`config.mk`:
```
export PLATFORM = sky130hd
export DESIGN_NAME = daq_top
export DESIGN_NICKNAME = d
export VERILOG_FILES = /design/src/daq_pkg.sv /design/src/daq_top.sv /design/src/daq_arbiter.sv /design/src/timesync_stamper.sv /design/src/systime_notifier.sv /design/src/timebase.sv
export VERILOG_INCLUDE_DIRS = /design/src
export SDC_FILE = /design/constraint.sdc
export NUM_CORES = 1
export LEC_CHECK = 0
export BUFFER_PORTS_ARGS = -buffer_cell sky130_fd_sc_hd__buf_4
export CAP_MARGIN = 15
export CELL_PAD_IN_SITES_DETAIL_PLACEMENT = 1
export CELL_PAD_IN_SITES_GLOBAL_PLACEMENT = 1
export CORE_ASPECT_RATIO = 1.75
export CORE_UTILIZATION = 45
export DETAILED_ROUTE_END_ITERATION = 6
export PLACE_DENSITY = 0.87
export SYNTH_ARGS = -nofsm -noshare
export SYNTH_HDL_FRONTEND = slang
export SYNTH_SLANG_ARGS = --single-unit
```
`constraint.sdc`:
```
create_clock -name clk -period 4.5 [get_ports clk]
set_input_delay 0.9 -clock clk [delete_from_list [all_inputs] [get_ports clk]]
set_output_delay 0.9 -clock clk [all_outputs]
set_load 0.01 [all_outputs]
```
`src/daq_macros.svh`:
```
`ifndef DAQ_MACROS_SVH
`define DAQ_MACROS_SVH

// system time and DAQ word widths.
`define DAQ_TIME_BITS 64
`define DAQ_WORD_BITS 32
`define DAQ_TYPE_BITS 8

// time bits carried in a packet, below the type code.
`define DAQ_STAMP_BITS (`DAQ_TIME_BITS - `DAQ_TYPE_BITS)

// packet type codes.
`define DAQ_TYPE_SYSTIME_SET 8'd32
`define DAQ_TYPE_SYSTIME_ROLLOVER 8'd33
`define DAQ_TYPE_TIMESYNC_LATCH 8'd34

// default bit counts for the rollover and heartbeat wraps.
`define DAQ_ROLLOVER_BITS 26
`define DAQ_HEARTBEAT_BITS 22

`define DAQ_NUM_LEDS 8

`endif
```
`src/daq_pkg.sv`:
```
`default_nettype none

`include "daq_macros.svh"

package daq_pkg;

	typedef enum logic [`DAQ_TYPE_BITS-1:0] {
		SYSTIME_SET = `DAQ_TYPE_SYSTIME_SET,
		SYSTIME_ROLLOVER = `DAQ_TYPE_SYSTIME_ROLLOVER,
		TIMESYNC_LATCH = `DAQ_TYPE_TIMESYNC_LATCH
	} daq_type_e;

	// one data beat on a DAQ link, last marks the closing word of a packet.
	typedef struct packed {
		logic [`DAQ_WORD_BITS-1:0] data;
		logic last;
	} daq_beat_t;

	typedef enum logic [1:0] {
		IDLE,
		WAIT_GRANT,
		SEND_UPPER,
		SEND_LOWER
	} src_state_e;

	typedef enum logic {
		FREE,
		BUSY
	} arb_state_e;

endpackage

`default_nettype wire

```
`src/daq_top.sv`:
```
`timescale 1ns/10ps
`default_nettype none

`include "daq_macros.svh"

module daq_top #(
	parameter int ROLLOVER_BITS = `DAQ_ROLLOVER_BITS,
	parameter int HEARTBEAT_BITS = `DAQ_HEARTBEAT_BITS
) (
	input wire clk,
	input wire rst_n,
	input wire [`DAQ_TIME_BITS-1:0] systime_set,
	input wire systime_set_en,
	input wire timesync,
	output logic [`DAQ_TIME_BITS-1:0] systime,
	output logic [`DAQ_NUM_LEDS-1:0] leds,
	output daq_pkg::daq_beat_t daq_beat,
	output logic daq_valid
);

	logic rollover;
	logic [1:0] req;
	logic [1:0] grant;
	logic [1:0] src_valid;
	daq_pkg::daq_beat_t [1:0] src_beat; // source 0 is the notifier, 1 the stamper.

	timebase #(
		.ROLLOVER_BITS(ROLLOVER_BITS),
		.HEARTBEAT_BITS(HEARTBEAT_BITS)
	) u_timebase (
		.clk(clk),
		.rst_n(rst_n),
		.systime_set(systime_set),
		.systime_set_en(systime_set_en),
		.systime(systime),
		.rollover(rollover),
		.leds(leds)
	);

	systime_notifier u_systime_notifier (
		.clk(clk),
		.rst_n(rst_n),
		.systime(systime),
		.systime_set_en(systime_set_en),
		.rollover(rollover),
		.req(req[0]),
		.grant(grant[0]),
		.beat(src_beat[0]),
		.beat_valid(src_valid[0])
	);

	timesync_stamper u_timesync_stamper (
		.clk(clk),
		.rst_n(rst_n),
		.systime(systime),
		.timesync(timesync),
		.req(req[1]),
		.grant(grant[1]),
		.beat(src_beat[1]),
		.beat_valid(src_valid[1])
	);

	daq_arbiter u_daq_arbiter (
		.clk(clk),
		.rst_n(rst_n),
		.req(req),
		.grant(grant),
		.src_beat(src_beat),
		.src_valid(src_valid),
		.daq_beat(daq_beat),
		.daq_valid(daq_valid)
	);

endmodule

`default_nettype wire

```
`src/daq_arbiter.sv`:
```
`timescale 1ns/10ps
`default_nettype none

`include "daq_macros.svh"

module daq_arbiter (
	input wire clk,
	input wire rst_n,
	input wire [1:0] req,
	output logic [1:0] grant,
	input wire daq_pkg::daq_beat_t [1:0] src_beat,
	input wire [1:0] src_valid,
	output daq_pkg::daq_beat_t daq_beat,
	output logic daq_valid
);

	daq_pkg::arb_state_e state;
	logic owner; // holds the outlet while busy, and is the last one served after.
	logic pick;

	// on a tie the source that was not served last wins.
	always_comb begin
		pick = ~owner;
		if (req == 2'b01) begin
			pick = 1'b0;
		end else if (req == 2'b10) begin
			pick = 1'b1;
		end
		grant = 2'b00;
		if (state == daq_pkg::FREE && req != 2'b00) begin
			grant[pick] = 1'b1;
		end
	end

	always_ff @(posedge clk or negedge rst_n) begin
		if (!rst_n) begin
			state <= daq_pkg::FREE;
			owner <= 1'b1;
			daq_valid <= 1'b0;
		end else begin
			daq_valid <= 1'b0;
			case (state)
			daq_pkg::FREE: begin
				if (grant != 2'b00) begin
					state <= daq_pkg::BUSY;
					owner <= pick;
				end
			end
			default: begin
				if (src_valid[owner]) begin
					daq_valid <= 1'b1;
					if (src_beat[owner].last) begin
						state <= daq_pkg::FREE;
					end
				end
			end
			endcase
		end
	end

	always_ff @(posedge clk) begin
		if (state == daq_pkg::BUSY && src_valid[owner]) begin
			daq_beat <= src_beat[owner];
		end
	end

	grant_one_hot: assert property (
		@(posedge clk) disable iff (!rst_n)
		$onehot0(grant)
	) else $error("more than one DAQ grant");

	no_grant_busy: assert property (
		@(posedge clk) disable iff (!rst_n)
		grant != 2'b00 |-> state == daq_pkg::FREE
	) else $error("DAQ grant while the outlet is busy");

	// only the owner may send, and only while it holds the outlet.
	valid_from_owner: assert property (
		@(posedge clk) disable iff (!rst_n)
		src_valid != 2'b00 |-> state == daq_pkg::BUSY && src_valid == (2'b01 << owner)
	) else $error("DAQ beat from a source that does not own the outlet");

endmodule

`default_nettype wire

```
`src/timesync_stamper.sv`:
```
`timescale 1ns/10ps
`default_nettype none

`include "daq_macros.svh"

module timesync_stamper (
	input wire clk,
	input wire rst_n,
	input wire [`DAQ_TIME_BITS-1:0] systime,
	input wire timesync,
	output logic req,
	input wire grant,
	output daq_pkg::daq_beat_t beat,
	output logic beat_valid
);

	daq_pkg::src_state_e state;
	logic [1:0] sync;
	logic sync_prev;
	logic rise;
	logic pending;
	logic take;
	logic [`DAQ_STAMP_BITS-1:0] stamp_time;
	logic [`DAQ_STAMP_BITS-1:0] pkt_time;

	assign rise = sync[1] & ~sync_prev;
	assign take = (state == daq_pkg::IDLE) && pending;

	always_ff @(posedge clk or negedge rst_n) begin
		if (!rst_n) begin
			sync <= 2'b00;
			sync_prev <= 1'b0;
		end else begin
			sync <= {sync[0], timesync}; // timesync is asynchronous to clk.
			sync_prev <= sync[1];
		end
	end

	always_ff @(posedge clk or negedge rst_n) begin
		if (!rst_n) begin
			pending <= 1'b0;
		end else begin
			if (take) begin
				pending <= 1'b0;
			end
			if (rise) begin
				pending <= 1'b1;
			end
		end
	end

	// the first held edge keeps its stamp and further edges only keep pending set.
	always_ff @(posedge clk) begin
		if (rise && (!pending || take)) begin
			stamp_time <= systime[`DAQ_STAMP_BITS-1:0];
		end
	end

	always_ff @(posedge clk or negedge rst_n) begin
		if (!rst_n) begin
			state <= daq_pkg::IDLE;
			req <= 1'b0;
			beat_valid <= 1'b0;
		end else begin
			case (state)
			daq_pkg::IDLE: begin
				if (pending) begin
					req <= 1'b1;
					state <= daq_pkg::WAIT_GRANT;
				end
			end
			daq_pkg::WAIT_GRANT: begin
				if (grant) begin
					req <= 1'b0;
					beat_valid <= 1'b1;
					state <= daq_pkg::SEND_UPPER;
				end
			end
			daq_pkg::SEND_UPPER: begin
				state <= daq_pkg::SEND_LOWER;
			end
			default: begin
				beat_valid <= 1'b0;
				state <= daq_pkg::IDLE;
			end
			endcase
		end
	end

	always_ff @(posedge clk) begin
		if (take) begin
			pkt_time <= stamp_time;
		end
		if (state == daq_pkg::WAIT_GRANT && grant) begin
			beat.data <= {daq_pkg::TIMESYNC_LATCH, pkt_time[`DAQ_STAMP_BITS-1:`DAQ_WORD_BITS]};
			beat.last <= 1'b0;
		end else if (state == daq_pkg::SEND_UPPER) begin
			beat.data <= pkt_time[`DAQ_WORD_BITS-1:0];
			beat.last <= 1'b1;
		end
	end

	grant_on_req: assert property (
		@(posedge clk) disable iff (!rst_n)
		grant |-> req
	) else $error("timesync stamper granted without a request");

endmodule

`default_nettype wire

```
`src/systime_notifier.sv`:
```
`timescale 1ns/10ps
`default_nettype none

`include "daq_macros.svh"

module systime_notifier (
	input wire clk,
	input wire rst_n,
	input wire [`DAQ_TIME_BITS-1:0] systime,
	input wire systime_set_en,
	input wire rollover,
	output logic req,
	input wire grant,
	output daq_pkg::daq_beat_t beat,
	output logic beat_valid
);

	daq_pkg::src_state_e state;
	daq_pkg::daq_type_e pend_type;
	daq_pkg::daq_type_e pkt_type;
	logic pending;
	logic take;
	logic [`DAQ_STAMP_BITS-1:0] pkt_time;

	assign take = (state == daq_pkg::IDLE) && pending;

	// a set beats a rollover in the same cycle, later triggers overwrite the type.
	always_ff @(posedge clk or negedge rst_n) begin
		if (!rst_n) begin
			pending <= 1'b0;
			pend_type <= daq_pkg::SYSTIME_SET;
		end else begin
			if (take) begin
				pending <= 1'b0;
			end
			if (systime_set_en) begin
				pending <= 1'b1;
				pend_type <= daq_pkg::SYSTIME_SET;
			end else if (rollover) begin
				pending <= 1'b1;
				pend_type <= daq_pkg::SYSTIME_ROLLOVER;
			end
		end
	end

	always_ff @(posedge clk or negedge rst_n) begin
		if (!rst_n) begin
			state <= daq_pkg::IDLE;
			req <= 1'b0;
			beat_valid <= 1'b0;
		end else begin
			case (state)
			daq_pkg::IDLE: begin
				if (pending) begin
					req <= 1'b1;
					state <= daq_pkg::WAIT_GRANT;
				end
			end
			daq_pkg::WAIT_GRANT: begin
				if (grant) begin
					req <= 1'b0;
					beat_valid <= 1'b1;
					state <= daq_pkg::SEND_UPPER;
				end
			end
			daq_pkg::SEND_UPPER: begin
				state <= daq_pkg::SEND_LOWER;
			end
			default: begin
				beat_valid <= 1'b0;
				state <= daq_pkg::IDLE;
			end
			endcase
		end
	end

	always_ff @(posedge clk) begin
		if (take) begin
			pkt_time <= systime[`DAQ_STAMP_BITS-1:0]; // the set value or a fresh wrap.
			pkt_type <= pend_type;
		end
		if (state == daq_pkg::WAIT_GRANT && grant) begin
			beat.data <= {pkt_type, pkt_time[`DAQ_STAMP_BITS-1:`DAQ_WORD_BITS]};
			beat.last <= 1'b0;
		end else if (state == daq_pkg::SEND_UPPER) begin
			beat.data <= pkt_time[`DAQ_WORD_BITS-1:0];
			beat.last <= 1'b1;
		end
	end

	// beats only leave while the packet is being sent.
	valid_in_send: assert property (
		@(posedge clk) disable iff (!rst_n)
		beat_valid |-> (state == daq_pkg::SEND_UPPER || state == daq_pkg::SEND_LOWER)
	) else $error("systime beat outside a send state");

	// the arbiter only grants a raised request.
	grant_on_req: assert property (
		@(posedge clk) disable iff (!rst_n)
		grant |-> req
	) else $error("systime notifier granted without a request");

endmodule

`default_nettype wire

```
`src/timebase.sv`:
```
`timescale 1ns/10ps
`default_nettype none

`include "daq_macros.svh"

module timebase #(
	parameter int ROLLOVER_BITS = `DAQ_ROLLOVER_BITS,
	parameter int HEARTBEAT_BITS = `DAQ_HEARTBEAT_BITS
) (
	input wire clk,
	input wire rst_n,
	input wire [`DAQ_TIME_BITS-1:0] systime_set,
	input wire systime_set_en,
	output logic [`DAQ_TIME_BITS-1:0] systime,
	output logic rollover,
	output logic [`DAQ_NUM_LEDS-1:0] leds
);

	logic heartbeat;

	assign rollover = &systime[ROLLOVER_BITS-1:0]; // next cycle wraps the low bits.
	assign heartbeat = (systime[HEARTBEAT_BITS-1:0] == '0);

	always_ff @(posedge clk or negedge rst_n) begin
		if (!rst_n) begin
			systime <= '0;
		end else if (systime_set_en) begin
			systime <= systime_set;
		end else begin
			systime <= systime + 1'b1;
		end
	end

	always_ff @(posedge clk or negedge rst_n) begin
		if (!rst_n) begin
			leds <= {{(`DAQ_NUM_LEDS-1){1'b0}}, 1'b1};
		end else if (heartbeat) begin
			leds <= {leds[`DAQ_NUM_LEDS-2:0], leds[`DAQ_NUM_LEDS-1]}; // rotate left.
		end
	end

endmodule

`default_nettype wire

```
Word-level counts from Yosys, hierarchy flattened
Cells that the tools add are included.

Bits in registers: 371. Output and inout bits: 106.

$add $sub $neg: 1. Magnitude comparators: 3. Equal/unequal tests: 10. Muxes and demuxes: 43. Bitwise gates (word level): 6. Reductions and logical operators: 32.

Operators by type and width (count): $mux W33 (4); $add A64 B1 Y64 const B (1); $mux W64 (1); $mux W25 (2); $reduce_and A26 Y1 (1); $logic_not A22 Y1 (1); $mux W1 (22); $mux W8 (2); $reduce_bool A2 Y1 (8); $pmux W2 S3 (2); $mux W2 (5); $reduce_and A2 Y1 (5); $logic_and A1 B1 Y1 (8); $ne A2 B1 Y1 const B (4); $pmux W1 S2 (4); $eq A2 B1 Y1 const B (3); $eq A2 B2 Y1 const B (3); $reduce_and A3 Y1 (2); $not A1 Y1 (5); $logic_not A2 Y1 (2); $lt A1 B2 Y1 const B (2); $reduce_or A2 Y1 (2); $reduce_bool A3 Y1 (1); $and A1 B1 Y1 (1); other kinds (4) (4).

Depth between registers and ports, before layout
Word-level depth: 11. Gate-level depth with buffers: 8. Gate-level depth less buffers: 7.

Modules after synthesis
From an unflattened synthesis, not the netlist that was laid out.

Cells, all modules: 1053. Area, all modules: 14322.5 sq um.

By module, submodules not included: timesync_stamper (times used 1, cells an instance 286, area each 5185.0 sq um, sequential area each 4464.3 sq um); timebase (times used 1, cells an instance 459, area each 4083.9 sq um, sequential area each 1803.0 sq um); systime_notifier (times used 1, cells an instance 224, area each 3495.9 sq um, sequential area each 2842.7 sq um); daq_arbiter (times used 1, cells an instance 84, area each 1557.7 sq um, sequential area each 1067.3 sq um).

Worst setup path after synthesis
No wires, ideal clock.

Path kind: register to register. Start point: register u_timesync_stamper.state[0]. End point: register u_timesync_stamper.stamp_time[0] (enable). Setup time: 0.489 ns. Data arrival time: 3.484 ns. Required time: 4.011 ns. Setup slack: 0.527 ns. Cell stages (with the launch flop): 5. Path buffers: 0. Cells stage by stage: dfrtp_1 inv_1 ha_1 inv_1 a21oi_1.

Cells in the longest elaborated chain, start to end: 4.

Ends and longest elaborated chain: start, declared (RTL line timesync_stamper.sv:17) `daq_pkg::src_state_e state;`; start signal, assigned (RTL line timesync_stamper.sv:61) `state <= daq_pkg::IDLE;`; start signal, assigned (RTL line timesync_stamper.sv:69) `state <= daq_pkg::WAIT_GRANT;`; start signal, assigned (RTL line timesync_stamper.sv:76) `state <= daq_pkg::SEND_UPPER;`; $logic_not A2 Y1 (RTL line timesync_stamper.sv:27) `assign take = (state == daq_pkg::IDLE) && pending;`; $logic_and A1 B1 Y1 (RTL line timesync_stamper.sv:27); $logic_or A1 B1 Y1 (RTL line timesync_stamper.sv:54) `if (rise && (!pending || take)) begin`; $logic_and A1 B1 Y1 (RTL line timesync_stamper.sv:54); end signal, assigned (RTL line timesync_stamper.sv:55) `` stamp_time <= systime[`DAQ_STAMP_BITS-1:0]; ``; end, declared (RTL line timesync_stamper.sv:23) `` logic [`DAQ_STAMP_BITS-1:0] stamp_time; ``.

Every way passes these cells. A chain may end at the register's enable or synchronous reset.

Worst setup path in the final report
Start point: register u_timebase.systime[16]. End point: register u_timebase.systime[45].

Cells in the longest elaborated chain, start to end: 2.

Ends and longest elaborated chain: start, declared (RTL line timebase.sv:14) `` output logic [`DAQ_TIME_BITS-1:0] systime, ``; start signal, assigned (RTL line timebase.sv:28) `systime <= systime_set;`; start signal, assigned (RTL line timebase.sv:30) `systime <= systime + 1'b1;`; $add A64 B1 Y64 (RTL line timebase.sv:30); $mux W64 (RTL line timebase.sv:27) `end else if (systime_set_en) begin`.

Every way passes these cells.

==> run_results.csv <==
group,metric,value,unit
final_layout,drive_above_1_share,0.243,
sta,finClkSkew,21.0,ps
final_layout,antenna_cells,0,
clocking,clock_path_buffers,3,
die,rows,86,
detailed_routing,vias_per_cell,5.88,
grt,grt_usage,0.265,
worst_setup_path,r2r-start,"u_timebase.systime[16]",
final_layout,nets,1314,
worst_setup_path,crit_arrival,3510,ps
sta,worst_slack,1460,ps
yosys,synthCells,1066,
clocking,h-tree-depth,1,
die,design.die.area,32700,sq um
clocking,clk_pin_slew,70,ps
worst_setup_path,worst_setup_path_end_kind,"flip-flop",
yosys,synth_ff_type,"edfxtp_1",
worst_setup_path,startpoint_type,"flip-flop",
grt,grtUsageMet2,0.472,
worst_setup_path,r2r_setup_slack,1460,ps
die,die_w,137,um
detailed_routing,drtIter0Drc,917,
min_path,worstHoldPathCells,0,
min_path,hp-start,"u_timesync_stamper.sync[0]",
yosys,synth_compound_area_frac,0.0401,
yosys,ys_top_cells_by_count,"edfxtp_1, nand2_1, dfrtp_1, nand3_1, mux2_2",
worst_setup_path,critical_path.max_fanout,20,
yosys,synth_top_cell_area_share,0.539,
sta,rsz0062_at_grt,"no",
sta,maxSlewViolCount,0,
final_layout,syn_to_final_growth,19.2,%
pwr,p_total,9450,uW
pwr,powerDensity,551,nW/um^2
yosys,synth-async-reset-ratio,0.249,
yosys,synth_seq_cells,357,
sta,fin_crit,3040,ps
sta,report.final.hold_viol_count,0,
grt,met3_usage,0.0285,
yosys,syn-num-nets,1143,
clocking,cts_hold_repair.buffers,0,
worst_setup_path,crit_type,"reg2reg",
grt,met1_usage,0.303,
die,die_height,238,um
pwr,p_leak,0.00656,uW
placement,place_hpwl,29.5,mm
clocking,cts_tree,"yes",
sta,worst_slew_pin_slew,1010,ps
die,ios,174,
placement,io_buffers,173,
yosys,synthAdderAreaFrac,0.00783,
worst_setup_path,cp.required,4970,ps
yosys,yosysMostFrequentCell,"edfxtp_1",
final_layout,register_area,10200,sq um
clocking,cts-root-buf,"clkbuf_16",
final_layout,fin_util,0.545,
sta,period_share,0.674,
sta,fmax,329,MHz
worst_setup_path,r2r_end,"u_timebase.systime[45]",
pwr,irDropWorstVdd,0.292,mV
die,core,31400,sq um
yosys,synth.largest_area_cell,"edfxtp_1",
yosys,synth_edf_count,258,
yosys,synth.mux.area_fraction,0.0459,
clocking,cts_resized,0,
detailed_routing,drt-pass1-iter-count,7,
yosys,yosysWarnings,0,
grt,antenna_found_initial,0,
sta,worst_hold_slack,357,ps
run,max_cap_viol_count,0,
grt,grt_pass1_wl,63.8,mm
run_status,status,"finished, final reports clean",
clocking,post_cts_buffers,0,
yosys,synth_cell_types,57,
detailed_routing,route.vias.total,9735,
min_path,holdPathEnd,"u_timesync_stamper.sync[1]",
yosys,synth.area.top_cells,"edfxtp_1, dfrtp_1, nand2_1",
placement,place_ws,1510,ps
yosys,synth-simple-area-share,0.155,
final_layout,multi_input_area,3950,sq um
detailed_routing,detail-route-antenna-nets,0,
sta,finalSetupViolCount,0,
grt,grt_max_degree,104,
yosys,synth_xor_area_frac,0.0238,
detailed_routing,routedWlPerCell,25.3,um
min_path,min_path_type,"reg2reg",
yosys,avgSynthCellArea,13.5,sq um
clocking,cts_sinks,357,
grt,grt_overflow,0,
clocking,clk_latency,570,ps
yosys,synth_area,14400,sq um
detailed_routing,drc,0,
grt,grt-busiest-layer,"met2",
yosys,synth_top_family_by_area,"simple AND/OR/NAND/NOR gates",
detailed_routing,wirelength,41.9,mm
sta,tns,0,ps
placement,place_congestion,0.903,
sta,relSlewSlack,0.317,
yosys,yosysSeqAreaShare,0.708,
final_layout,fillers,3161,
worst_setup_path,r2r_cells,5,
die,initial_core_util,0.457,
clocking,cts_inserted_buffers,31,
grt,grt_pass1_vias,10400,
## worst max-delay path, cell delays in order, from the launching register on
cell     delay, ps
dfrtp_1        570
nand4_1        300
nor3_1         370
nand4_1        750
or4_1          760
a31oi_1        180
## cell usage in the layout (no fill, tap or decap), drive strengths merged, types with 9 or more instances in the layout
cell type    n
and3        16
dfrtp       87
a31oi       14
nand4       32
ha           9
edfxtp     258
nand2      178
mux2        47
mux2i       13
buf        188
inv         19
nor2        43
dfxtp       10
a21oi       10
xnor2       25
clkinv      11
nand3       69
xor2        14
o21ai       48
clkbuf      43
nor4        25
nor3        22
## worst max path at each step
stage / from / depth (start not counted) / slack, ps / end
finish: u_timebase.systime[16] / 5 / 1460 / u_timebase.systime[45]
global route: u_daq_arbiter.owner / 6 / 1360 / u_systime_notifier.beat[13]
global placement: u_daq_arbiter.owner / 6 / 1640 / u_systime_notifier.beat[30]
detailed placement: u_daq_arbiter.owner / 6 / 1510 / u_systime_notifier.beat[21]
CTS: u_daq_arbiter.owner / 6 / 1480 / u_systime_notifier.beat[4]
floorplan: u_timesync_stamper.state[0] / 4 / 530 / u_timesync_stamper.stamp_time[0]
## kinds of logic (layout without fill, tap and decap cells)
logic type	count (synthesis)	after routing
AND/OR/NAND/NOR	436	436
XOR/XNOR	39	39
multiplexers	60	60
flip-flops	357	357
AO/OA/AOI/OAI	96	96
buffers and inverters	69	264
adder cells (fa/ha/maj)	9	9
## metal layers
metal  vias up  share of wire
li1       4256              -
met1      4899           0.35
met2       443           0.53
met3       137          0.051
met4         0          0.061
met5         -              0
## per-stage QoR
stage,cell area [sq um],std cells
2_1_floorplan,14400,1066
3_3_place_gp,16100,1600
3_5_place_dp,16100,1600
4_1_cts,17100,1657
5_1_grt,17100,1657
6_report,17100,1657
## final cells by class
| cell class | instances | share of cell area |
|---|---|---|
| Multi-Input combinational cell | 640 | 0.230 |
| Sequential cell | 357 | 0.594 |
| Tap cell | 396 | 0.0289 |
| Timing Repair Buffer | 188 | 0.0824 |
| Clock buffer | 43 | 0.0521 |
| Clock inverter | 14 | 0.00818 |
| Inverter | 19 | 0.00416 |
## sequential cells by signal (all words and copies together) (netlist names), 2 cells and up
name,count
u_timebase.systime,64
u_timebase.leds,8
u_systime_notifier.beat,33
u_timesync_stamper.state,2
u_systime_notifier.state,2
u_timesync_stamper.stamp_time,56
u_timesync_stamper.pkt_time,56
u_daq_arbiter.daq_beat,33
u_systime_notifier.pkt_time,56
u_timesync_stamper.sync,2
u_timesync_stamper.beat,33
## power breakdown
group          leakage [uW]  total (uW)  internal (uW)  switching (uW)
sequential          0.00356        4990           4570             423
clock              0.000510        2710           1510            1200
combinational       0.00249        1750            626            1120
Power figures use the tool's default switching activity.
